$ cat config.mk
export PLATFORM = sky130hd
export DESIGN_NAME = pentevo_core
export DESIGN_NICKNAME = d
export VERILOG_FILES = /design/src/hdl/pentevo_pkg.sv /design/src/hdl/zbus_if.sv /design/src/hdl/clock_phases.sv /design/src/hdl/zbus_sync.sv /design/src/hdl/port_regs.sv /design/src/hdl/mem_pager.sv /design/src/hdl/sound_out.sv /design/src/hdl/pentevo_core.sv
export SDC_FILE = /design/constraint.sdc
export NUM_CORES = 1
export LEC_CHECK = 0
export BUFFER_PORTS_ARGS = -buffer_cell sky130_fd_sc_hd__buf_2
export CAP_MARGIN = 10
export CORE_UTILIZATION = 25
export DETAILED_ROUTE_END_ITERATION = 6
export SLEW_MARGIN = 20
export SYNTH_ARGS = -nofsm -noshare
export SYNTH_HDL_FRONTEND = slang
export SYNTH_SLANG_ARGS = --single-unit
export TNS_END_PERCENT = 100
$ cat constraint.sdc
create_clock -name fclk -period 2.98 [get_ports fclk]
set_input_delay 0.596 -clock fclk [delete_from_list [all_inputs] [get_ports fclk]]
set_output_delay 0.596 -clock fclk [all_outputs]
set_load 0.01 [all_outputs]
$ cat src/hdl/pentevo_pkg.sv
package pentevo_pkg;

	// basic bus types
	typedef logic [7:0]  byte_t;
	typedef logic [15:0] addr_t;
	typedef logic [7:0]  page_t;

	// four 16k windows over the cpu address space
	localparam int NUM_WIN = 4;
	typedef logic [1:0] win_t;
	typedef page_t [NUM_WIN-1:0] xt_page_t;

	////////////////////////////////////////////////////////////////////////////
	// port addresses
	////////////////////////////////////////////////////////////////////////////

	// low address byte
	localparam byte_t PORT_FE_LO = 8'hFE;
	localparam byte_t PORT_FB_LO = 8'hFB;
	localparam byte_t PORT_AF_LO = 8'hAF;

	// high address byte of the #xxAF group
	localparam byte_t HI_SYSCONF = 8'h20;
	localparam byte_t HI_MEMCONF = 8'h21;
	// window pages at #10..#13
	localparam byte_t HI_PAGE0   = 8'h10;

	////////////////////////////////////////////////////////////////////////////
	// register fields
	////////////////////////////////////////////////////////////////////////////

	// sysconf
	localparam int SYS_TURBO_LSB   = 0;
	localparam int SYS_AYMOD_LSB   = 3;
	localparam int SYS_BEEPMUX_BIT = 5;

	// memconf, set to map ram into window 0
	localparam int MEM_W0RAM_BIT = 3;

	// #FE write
	localparam int FE_BEEP_BIT = 4;
	localparam int FE_BORDER_W = 3;

endpackage

$ cat src/hdl/zbus_if.sv
`timescale 1ns/1ps

interface zbus_if;

	// synchronized address and write data
	pentevo_pkg::addr_t a;
	pentevo_pkg::byte_t wd;

	// one-cycle strobe at start of io write
	logic iowr_s;

	// levels
	logic iord;
	logic mreq;

	modport src (
		output a, wd, iowr_s, iord, mreq
	);

	modport snk (
		input a, wd, iowr_s, iord, mreq
	);

endinterface

$ cat src/hdl/clock_phases.sv
`timescale 1ns/1ps

module clock_phases (
	input  logic       fclk,
	input  logic       rst,
	input  logic [1:0] ay_mod,
	output logic [3:0] c,
	output logic       f0,
	output logic       f1,
	output logic       ay_clk
);

	logic [4:0] ay_cnt;
	logic [4:0] ay_mask;

	// c0 -> c1 -> c2 -> c3 ring, c0 right after reset
	always_ff @(posedge fclk) begin
		if (rst)
			c <= 4'b0001;
		else
			c <= {c[2:0], c[3]};
	end

	assign f0 = c[0] | c[2];
	assign f1 = c[1] | c[3];

	// half period of 4, 8, 16 or 32 fclk
	always_comb begin
		case (ay_mod)
			2'd0:    ay_mask = 5'b00011;
			2'd1:    ay_mask = 5'b00111;
			2'd2:    ay_mask = 5'b01111;
			default: ay_mask = 5'b11111;
		endcase
	end

	always_ff @(posedge fclk) begin
		if (rst) begin
			ay_cnt <= '0;
			ay_clk <= 1'b0;
		end else begin
			ay_cnt <= ay_cnt + 5'd1;
			if ((ay_cnt & ay_mask) == ay_mask)
				ay_clk <= ~ay_clk;
		end
	end

	phase_onehot: assert property (@(posedge fclk) disable iff (rst) $onehot(c));

endmodule

$ cat src/hdl/zbus_sync.sv
`timescale 1ns/1ps

module zbus_sync #(
	parameter int SYNC_STAGES = 2
) (
	input  logic               fclk,
	input  logic               rst,
	input  logic               iorq_n,
	input  logic               mreq_n,
	input  logic               rd_n,
	input  logic               wr_n,
	input  pentevo_pkg::addr_t a,
	input  pentevo_pkg::byte_t d_in,
	zbus_if.src                bus
);

	// bit positions in the strobe vector
	localparam int S_IORQ = 3;
	localparam int S_MREQ = 2;
	localparam int S_RD   = 1;
	localparam int S_WR   = 0;

	logic [3:0]         strb_q [SYNC_STAGES];
	pentevo_pkg::addr_t a_q    [SYNC_STAGES];
	pentevo_pkg::byte_t d_q    [SYNC_STAGES];

	logic [3:0] strb;
	logic       iowr;
	logic       iowr_d;
	logic       iowr_s;

	// active high strobes through the flop chain
	always_ff @(posedge fclk) begin
		if (rst) begin
			for (int i = 0; i < SYNC_STAGES; i++)
				strb_q[i] <= '0;
		end else begin
			strb_q[0] <= {~iorq_n, ~mreq_n, ~rd_n, ~wr_n};
			for (int i = 1; i < SYNC_STAGES; i++)
				strb_q[i] <= strb_q[i-1];
		end
	end

	// address and data travel alongside
	always_ff @(posedge fclk) begin
		a_q[0] <= a;
		d_q[0] <= d_in;
		for (int i = 1; i < SYNC_STAGES; i++) begin
			a_q[i] <= a_q[i-1];
			d_q[i] <= d_q[i-1];
		end
	end

	assign strb = strb_q[SYNC_STAGES-1];
	assign iowr = strb[S_IORQ] & strb[S_WR];

	// rising edge of iorq & wr
	always_ff @(posedge fclk) begin
		if (rst) begin
			iowr_d <= 1'b0;
			iowr_s <= 1'b0;
		end else begin
			iowr_d <= iowr;
			iowr_s <= iowr & ~iowr_d;
		end
	end

	assign bus.a      = a_q[SYNC_STAGES-1];
	assign bus.wd     = d_q[SYNC_STAGES-1];
	assign bus.iowr_s = iowr_s;
	assign bus.iord   = strb[S_IORQ] & strb[S_RD];
	assign bus.mreq   = strb[S_MREQ];

	iowr_single: assert property (@(posedge fclk) disable iff (rst) iowr_s |=> !iowr_s);

endmodule

$ cat src/hdl/port_regs.sv
`timescale 1ns/1ps

module port_regs (
	input  logic                                  fclk,
	input  logic                                  rst,
	zbus_if.snk                                   bus,
	output pentevo_pkg::xt_page_t                 xt_page,
	output pentevo_pkg::byte_t                    memconf,
	output pentevo_pkg::byte_t                    sysconf,
	output logic [pentevo_pkg::FE_BORDER_W-1:0]   border,
	output logic                                  beeper,
	output pentevo_pkg::byte_t                    covox,
	output pentevo_pkg::byte_t                    d_out,
	output logic                                  d_oe
);

	pentevo_pkg::byte_t lo;
	pentevo_pkg::byte_t hi;
	pentevo_pkg::win_t  pg_win;
	pentevo_pkg::byte_t rd_val;

	logic fe_hit;
	logic fb_hit;
	logic af_hit;
	logic sys_hit;
	logic mem_hit;
	logic pg_hit;

	////////////////////////////////////////////////////////////////////////////
	// address decode
	////////////////////////////////////////////////////////////////////////////

	assign lo = bus.a[7:0];
	assign hi = bus.a[15:8];

	// #FE and #FB ignore the high byte
	assign fe_hit = (lo == pentevo_pkg::PORT_FE_LO);
	assign fb_hit = (lo == pentevo_pkg::PORT_FB_LO);
	assign af_hit = (lo == pentevo_pkg::PORT_AF_LO);

	assign sys_hit = af_hit && (hi == pentevo_pkg::HI_SYSCONF);
	assign mem_hit = af_hit && (hi == pentevo_pkg::HI_MEMCONF);
	// #10AF..#13AF with the window in the low two bits
	assign pg_hit  = af_hit && (hi[7:2] == pentevo_pkg::HI_PAGE0[7:2]);
	assign pg_win  = hi[1:0];

	////////////////////////////////////////////////////////////////////////////
	// registers
	////////////////////////////////////////////////////////////////////////////

	always_ff @(posedge fclk) begin
		if (rst) begin
			xt_page <= '0;
			memconf <= '0;
			sysconf <= '0;
			border  <= '0;
			beeper  <= 1'b0;
			covox   <= '0;
		end else if (bus.iowr_s) begin
			if (fe_hit) begin
				border <= bus.wd[pentevo_pkg::FE_BORDER_W-1:0];
				beeper <= bus.wd[pentevo_pkg::FE_BEEP_BIT];
			end
			if (fb_hit)
				covox <= bus.wd;
			if (sys_hit)
				sysconf <= bus.wd;
			if (mem_hit)
				memconf <= bus.wd;
			if (pg_hit)
				xt_page[pg_win] <= bus.wd;
		end
	end

	// readback of the #xxAF group
	always_comb begin
		rd_val = xt_page[pg_win];
		if (sys_hit)
			rd_val = sysconf;
		else if (mem_hit)
			rd_val = memconf;
	end

	always_ff @(posedge fclk) begin
		d_out <= rd_val;
	end

	always_ff @(posedge fclk) begin
		if (rst)
			d_oe <= 1'b0;
		else
			d_oe <= bus.iord && (sys_hit || mem_hit || pg_hit);
	end

	// no io write strobe while read data is on the bus
	oe_in_read: assert property (@(posedge fclk) disable iff (rst) d_oe |-> !bus.iowr_s);

endmodule

$ cat src/hdl/mem_pager.sv
`timescale 1ns/1ps

module mem_pager (
	input  logic                  fclk,
	input  logic                  rst,
	zbus_if.snk                   bus,
	input  pentevo_pkg::xt_page_t xt_page,
	input  pentevo_pkg::byte_t    memconf,
	output pentevo_pkg::page_t    page,
	output logic                  romnram
);

	pentevo_pkg::win_t win;

	// window from the top two address bits
	assign win = bus.a[15:14];

	// window 0 is rom unless memconf maps ram there
	always_ff @(posedge fclk) begin
		if (rst) begin
			page    <= '0;
			romnram <= 1'b1;
		end else if (bus.mreq) begin
			page    <= xt_page[win];
			romnram <= (win == 2'd0) && !memconf[pentevo_pkg::MEM_W0RAM_BIT];
		end
	end

endmodule

$ cat src/hdl/sound_out.sv
`timescale 1ns/1ps

module sound_out (
	input  logic               fclk,
	input  logic               rst,
	input  logic               f0,
	input  logic               beeper,
	input  pentevo_pkg::byte_t covox,
	input  logic               beep_mux,
	output logic               beep
);

	pentevo_pkg::byte_t acc;
	logic               carry;

	// first-order sigma-delta, one carry pulse per overflow
	always_ff @(posedge fclk) begin
		if (rst) begin
			acc   <= '0;
			carry <= 1'b0;
		end else begin
			carry <= 1'b0;
			if (f0)
				{carry, acc} <= {1'b0, acc} + {1'b0, covox};
		end
	end

	// covox stream or plain beeper bit
	always_ff @(posedge fclk) begin
		if (rst)
			beep <= 1'b0;
		else
			beep <= beep_mux ? carry : beeper;
	end

endmodule

$ cat src/hdl/pentevo_core.sv
`timescale 1ns/1ps

module pentevo_core (
	input  logic                                fclk,
	input  logic                                rst,
	input  logic                                iorq_n,
	input  logic                                mreq_n,
	input  logic                                rd_n,
	input  logic                                wr_n,
	input  pentevo_pkg::addr_t                  a,
	input  pentevo_pkg::byte_t                  d_in,
	output pentevo_pkg::byte_t                  d_out,
	output logic                                d_oe,
	output pentevo_pkg::page_t                  page,
	output logic                                romnram,
	output logic [pentevo_pkg::FE_BORDER_W-1:0] border,
	output logic [1:0]                          turbo,
	output logic                                ay_clk,
	output logic                                beep
);

	logic                  f0;
	logic [1:0]            ay_mod;
	logic                  beeper;
	pentevo_pkg::byte_t    covox;
	pentevo_pkg::byte_t    sysconf;
	pentevo_pkg::byte_t    memconf;
	pentevo_pkg::xt_page_t xt_page;

	zbus_if zbus ();

	assign turbo  = sysconf[pentevo_pkg::SYS_TURBO_LSB +: 2];
	assign ay_mod = sysconf[pentevo_pkg::SYS_AYMOD_LSB +: 2];

	////////////////////////////////////////////////////////////////////////////
	// clocks and z80 bus
	////////////////////////////////////////////////////////////////////////////

	// only f0 and the ay clock are needed here
	clock_phases u_clock (.fclk(fclk), .rst(rst), .ay_mod(ay_mod),
		.c(), .f0(f0), .f1(), .ay_clk(ay_clk));

	zbus_sync #(.SYNC_STAGES(2)) u_sync (.fclk(fclk), .rst(rst),
		.iorq_n(iorq_n), .mreq_n(mreq_n), .rd_n(rd_n), .wr_n(wr_n),
		.a(a), .d_in(d_in), .bus(zbus.src));

	////////////////////////////////////////////////////////////////////////////
	// ports, pager, sound
	////////////////////////////////////////////////////////////////////////////

	port_regs u_ports (.fclk(fclk), .rst(rst), .bus(zbus.snk),
		.xt_page(xt_page), .memconf(memconf), .sysconf(sysconf),
		.border(border), .beeper(beeper), .covox(covox),
		.d_out(d_out), .d_oe(d_oe));

	mem_pager u_pager (.fclk(fclk), .rst(rst), .bus(zbus.snk),
		.xt_page(xt_page), .memconf(memconf), .page(page), .romnram(romnram));

	sound_out u_sound (.fclk(fclk), .rst(rst), .f0(f0), .beeper(beeper),
		.covox(covox), .beep_mux(sysconf[pentevo_pkg::SYS_BEEPMUX_BIT]), .beep(beep));

endmodule

=== Word level (Yosys, flattened, before mapping) ===
Memory sizes are Yosys's and may differ from the RTL's.
Cells that the tools add are included.

* Bitwise logic cells: 14
* Reductions and logical operators: 17
* Equality and inequality tests: 9
* Multiplexer cells: 16
* $lt $le $gt $ge: 3
* Add/subtract/negate cells: 2

{| class="wikitable"
|+ Operators by type and width
! operator !! count
|-
| $mux W8 || 5
|-
| $bmux W8 S2 || 2
|-
| $bwmux W32 || 1
|-
| $eq A8 B8 Y1 const B || 3
|-
| $demux W8 S2 || 1
|-
| $eq A8 B6 Y1 const B || 2
|-
| $pmux W5 S3 || 1
|-
| $reduce_and A2 Y1 || 5
|-
| $add A8 B8 Y9 || 1
|-
| $mux W4 || 2
|-
| $not A1 Y1 || 7
|-
| $eq A6 B3 Y1 const B || 1
|-
| $logic_and A1 B1 Y1 || 6
|-
| $lt A2 B3 Y1 const B || 2
|-
| $add A5 B1 Y5 const B || 1
|-
| $and A5 B5 Y5 || 1
|-
| $eq A5 B5 Y1 || 1
|-
| $logic_not A2 Y1 || 2
|-
| $mux W1 || 4
|-
| $and A1 B1 Y1 || 3
|-
| $or A1 B1 Y1 || 3
|-
| $eq A2 B1 Y1 const B || 1
|-
| $eq A2 B2 Y1 const B || 1
|-
| $ge A2 B1 Y1 const B || 1
|-
| 3 further kinds || 4
|}

* Bits in writable memories: 56
* Word-level logic and storage cells: 85
* Input port bits: 30
* Memories: 3
* Register bits: 100

{| class="wikitable"
|+ Memory list
! memory !! depth !! bits a word !! rd ports !! clocked after memory_dff !! write ports !! line !! RTL
|-
| u_sync.a_q || 2 || 16 || 2 || 0 || 2 || zbus_sync.sv:24 || <nowiki>pentevo_pkg::addr_t a_q [SYNC_STAGES];</nowiki>
|-
| u_sync.d_q || 2 || 8 || 2 || 0 || 2 || zbus_sync.sv:25 || <nowiki>pentevo_pkg::byte_t d_q [SYNC_STAGES];</nowiki>
|-
| u_sync.strb_q || 2 || 4 || 2 || 0 || 2 || zbus_sync.sv:23 || <nowiki>logic [3:0] strb_q [SYNC_STAGES];</nowiki>
|}

=== Depth between registers and ports, before layout ===
* Depth in word-level cells: 5
* Gate-level depth with buffers: 7

=== Modules after synthesis ===
A second synthesis with hierarchy kept.

* Cells, all modules: 525
* Area total of the unflattened synthesis: 6072.1 sq um

{| class="wikitable"
|+ Modules (own cells, without submodules)
! module !! cells an instance !! area an instance (sq um) !! seq. area each (sq um) !! times used
|-
| port_regs || 269 || 3035.4 || 1381.3 || 1
|-
| zbus_sync || 94 || 1432.6 || 1161.1 || 1
|-
| sound_out || 75 || 674.4 || 200.2 || 1
|-
| mem_pager || 51 || 561.8 || 180.2 || 1
|-
| clock_phases || 36 || 367.9 || 200.2 || 1
|}

=== Worst setup path after synthesis ===
OpenSTA, ideal clock, no wires.

* Kind: register to register
* From: memory u_sync.a_q[0][31] (netlist bit)
* To: register u_ports.d_out[0]
* Clock period less this slack: 2.288 ns
* Setup time: 0.121 ns
* Path slack: 0.692 ns
* Required time: 2.859 ns
* Path buffers: 2
* Cell stages (with the launch flop): 7
* Data arrival time: 2.167 ns
* Cells stage by stage: dfxtp_1 > buf_6 > or4b_4 > or4_4 > buf_6 > mux2_4 > mux2_2

{| class="wikitable"
|+ RTL lines
! item !! line !! RTL
|-
| start, declared || zbus_sync.sv:24 ||
|-
| end signal, assigned || port_regs.sv:85 || <nowiki>d_out <= rd_val;</nowiki>
|-
| end, declared || port_regs.sv:13 || <nowiki>output pentevo_pkg::byte_t d_out,</nowiki>
|}

==> summary.txt <==
DRC errors left: 0
sequential cell area: 3123 µm²
antenna violations before repair: 0
clock tree from TritonCTS: yes
nature of the critical path endpoint: flip-flop
syn_area_per_cell: 11.78 µm²
FILL cells: 2265
number of hold violations in the final report: 0
pin count of the biggest net entering global routing: 38
die height: 154.1 µm
die footprint: 23750 µm²
Final nets: 592
count of yosys warnings during synthesis: 0
area fraction of the dominant cell type after synthesis: 53.98%
Crit Path Category: reg2reg
transition time of the tightest slew-check pin: 0.9170 ns
final count of pins violating max slew: 0
Synth Register Bits: 156
average vias per placed instance: 4.196
reg2reg end: u_ports.d_out[0]$_DFF_P_
clock slew at reported path FFs: 0.06 ns
flip-flop cell with the highest count after synthesis: sky130_fd_sc_hd__dfxtp_1
startpoint type of the worst setup path: flip-flop
area of the multi-input gates: 2521 µm²
Initial DRC Count: 177
clock latency at the later pin of the worst-skew pair: 0.42 ns
result of the run: completed
Final Skew: 0.008217 ns
Resize count post-CTS: 0
buffer type at the clock tree root: sky130_fd_sc_hd__clkbuf_16
start of the worst register-to-register path: u_sync.a_q[0][31]$_DFF_P_
share of the yosys chip area belonging to registers: 53.98%
cts bufs inserted: 17
Setup violations, final: 0
shortest period the worst path allows: 2.468 ns
starting utilization of the core area: 25.55%
layout cells sized above 1: 24.25%
setup tns final: 0 ns
depth of the most critical reg-to-reg path: 4
Static Leak: 2.984 nW
cell count after placement: 818
maximum buffer depth of the clock tree: 2
Placement Rows: 55
Post-Route WL: 11650 µm
placer's final routability congestion estimate: 0.7107
HPWL reported at the end of detailed placement: 8051 µm
worst supply voltage drop on vdd: 582.3 µV
via count of the routed design: 3567
worst path arrival time: 2.77 ns
CP required: 3.28 ns
leading cell types by total area after synthesis: sky130_fd_sc_hd__dfxtp_1, sky130_fd_sc_hd__mux2i_1, sky130_fd_sc_hd__mux4_2
vias in the first global route: 3539
unrepaired setup endpoints after global routing: no
post-route insts no fill: 850
post-synth design cell area: 5786 µm²
dominant cell type by area after synthesis: sky130_fd_sc_hd__dfxtp_1
global-route congestion overflow total: 0
switching part of the total: 20.62%
core area: 22640 µm²
Max-slew headroom: 38.64%
clk sink count: 156
setup slack, reg-to-reg: 0.51 ns
count of flip-flops with a built-in enable after synthesis: 0
FFs w/ async S/R, synth: 0%
achievable frequency: 405.2 MHz
WL/cell: 13.70 µm
pwr dens: 650.1 nW/µm²
first-pass GRT wire length: 18900 µm
Hold Crit Start: d_in[1]
WHS Path Cells: 1
total setup buffers inserted after CTS: 0
power spent charging and discharging nets: 941.2 µW
proportion of power drawn by combinational gates: 2.8%
post-synthesis net count: 531
number of top-level pins: 55
Total GRT Usage: 10.45%
number of instances in the synthesized netlist: 491
worst-path maximum fanout: 10
router iterations before antenna repair: 4
Int Pwr: 3.624 mW
width of the chip: 154.1 µm
antenna cells: 0
Netlist cell types: 49
post-route antenna net violation count: 0
Clock power frac: 49.9%
Max-cap violations: 0
Tightest Hold Check Type: in2reg
period utilisation layout: 82.81%
worst hold endpoint: u_sync.d_q[0][1]$_DFF_P_
share of power burned in registers: 47.3%
IO Port Bufs: 54
count of H-tree levels built during CTS: 4
number of hold-repair buffers added at the cts stage: 0
signed area change from the synthesized netlist to the final layout: 21.37%
top cells by instance count after synthesis: sky130_fd_sc_hd__dfxtp_1, sky130_fd_sc_hd__mux2i_1, sky130_fd_sc_hd__nand2b_1, sky130_fd_sc_hd__nor2_1
cell with the most instances after synthesis: sky130_fd_sc_hd__dfxtp_1
worst setup path startpoint: u_sync.a_q[0][31]$_DFF_P_
-- flip-flops by register name, summed over array words and instances (netlist names), 4 cells and up --
| signal | count |
|---|---|
| u_ports.xt_page | 32 |
| u_pager.page | 8 |
| u_ports.covox | 8 |
| u_clock.c | 4 |
| u_clock.ay_cnt | 5 |
| u_sync.strb_q | 8 |
| u_sync.d_q | 16 |
| u_sound.acc | 8 |
| u_ports.d_out | 8 |
| u_sync.a_q | 32 |
| u_ports.memconf | 8 |
| u_ports.sysconf | 8 |
-- power by group through the flow --
stage,sequential [mW],clock [mW],combinational (mW)
global placement,2.21,0,0.128
CTS,2.16,2.33,0.129
detailed placement,2.21,0,0.128
floorplan,2.19,0,0.0860
global route,2.16,2.42,0.139
finish,2.16,2.28,0.126
-- per-stage QoR --
stage               power [mW]  hold WS, ns  area [µm²]  setup slack, ns  util, %
CTS                      4.622       0.2528        7022           0.5254    31.01
finish                   4.565       0.2724        7022           0.5124    31.01
floorplan                2.281       0.3096        5786           0.6921        -
global route             4.727       0.2517        7022           0.4779    31.01
detailed placement       2.335       0.3121        6387           0.5460    28.21
global placement         2.335       0.3096        6387           0.5717    28.21
-- final cells by class --
cell class / instances / share of cell area, %
clock buffer: 19 / 6.308
clock inverter: 13 / 2.726
inverter: 7 / 0.3742
multi-input combinational: 304 / 35.91
sequential: 156 / 44.48
tap: 285 / 5.078
timing repair buffer: 66 / 5.132
-- cells by family (layout without fill, tap and decap cells) --
kind of cell,after synthesis,after routing,share of synthesized area [%]
adder cells (fa/ha/maj),10,10,2.292
XOR/XNOR,3,3,0.4542
flip-flops,156,156,53.98
AO/OA/AOI/OAI,32,32,3.569
AND/OR/NAND/NOR,158,158,15.35
multiplexers,101,101,21.80
buffers and inverters,31,105,2.552
-- worst max-delay path, cell delays in order (launching register included) --
cell and delay [ns]:
sky130_fd_sc_hd__dfxtp_1 0.48, sky130_fd_sc_hd__or4b_4 0.63, sky130_fd_sc_hd__or4_4 0.65, sky130_fd_sc_hd__mux2_4 0.33, sky130_fd_sc_hd__mux2_2 0.27
-- worst max path at each step --
| stage | end | slack, ns | cells past startpoint |
|---|---|---|---|
| after floorplan | u_ports.d_out[0]$_DFF_P_ | 0.69 | 6 |
| after global placement | u_ports.d_out[1]$_DFF_P_ | 0.57 | 4 |
| after detailed placement | u_ports.d_out[0]$_DFF_P_ | 0.55 | 4 |
| after CTS | u_ports.d_out[2]$_DFF_P_ | 0.53 | 4 |
| after global routing | u_ports.d_out[0]$_DFF_P_ | 0.48 | 4 |
| final | u_ports.d_out[0]$_DFF_P_ | 0.51 | 4 |
-- layer usage --
metal / part of all wire, % / GRT usage [%]
met3: 3.7 / 2.847
met1: 51 / 13.79
met4: 1.3 / 4.333
met5: 0 / 0
met2: 44 / 16.04
-- placed cells by master (no fill, tap or decap), drive strengths merged, types with 2 or more instances in the layout --
master	Yosys	final
o21ai	7	7
or3	2	2
clkinvlp	0	2
nand2	12	12
ha	9	9
nor2	38	38
a211oi	2	2
buf	8	66
nand4	3	3
dfxtp	156	156
nand3b	6	6
o311ai	2	2
nor3	5	5
a21oi	11	11
o31a	2	2
mux2	16	16
or2	3	3
mux4	16	16
nor4b	2	2
or4b	2	2
clkinv	0	6
nand2b	57	57
nand3	7	7
mux2i	69	69
bufinv	0	4
clkbuf	16	19
inv	7	8
and3	2	2
nor2b	12	12
xor2	2	2
Power figures use the tool's default switching activity.
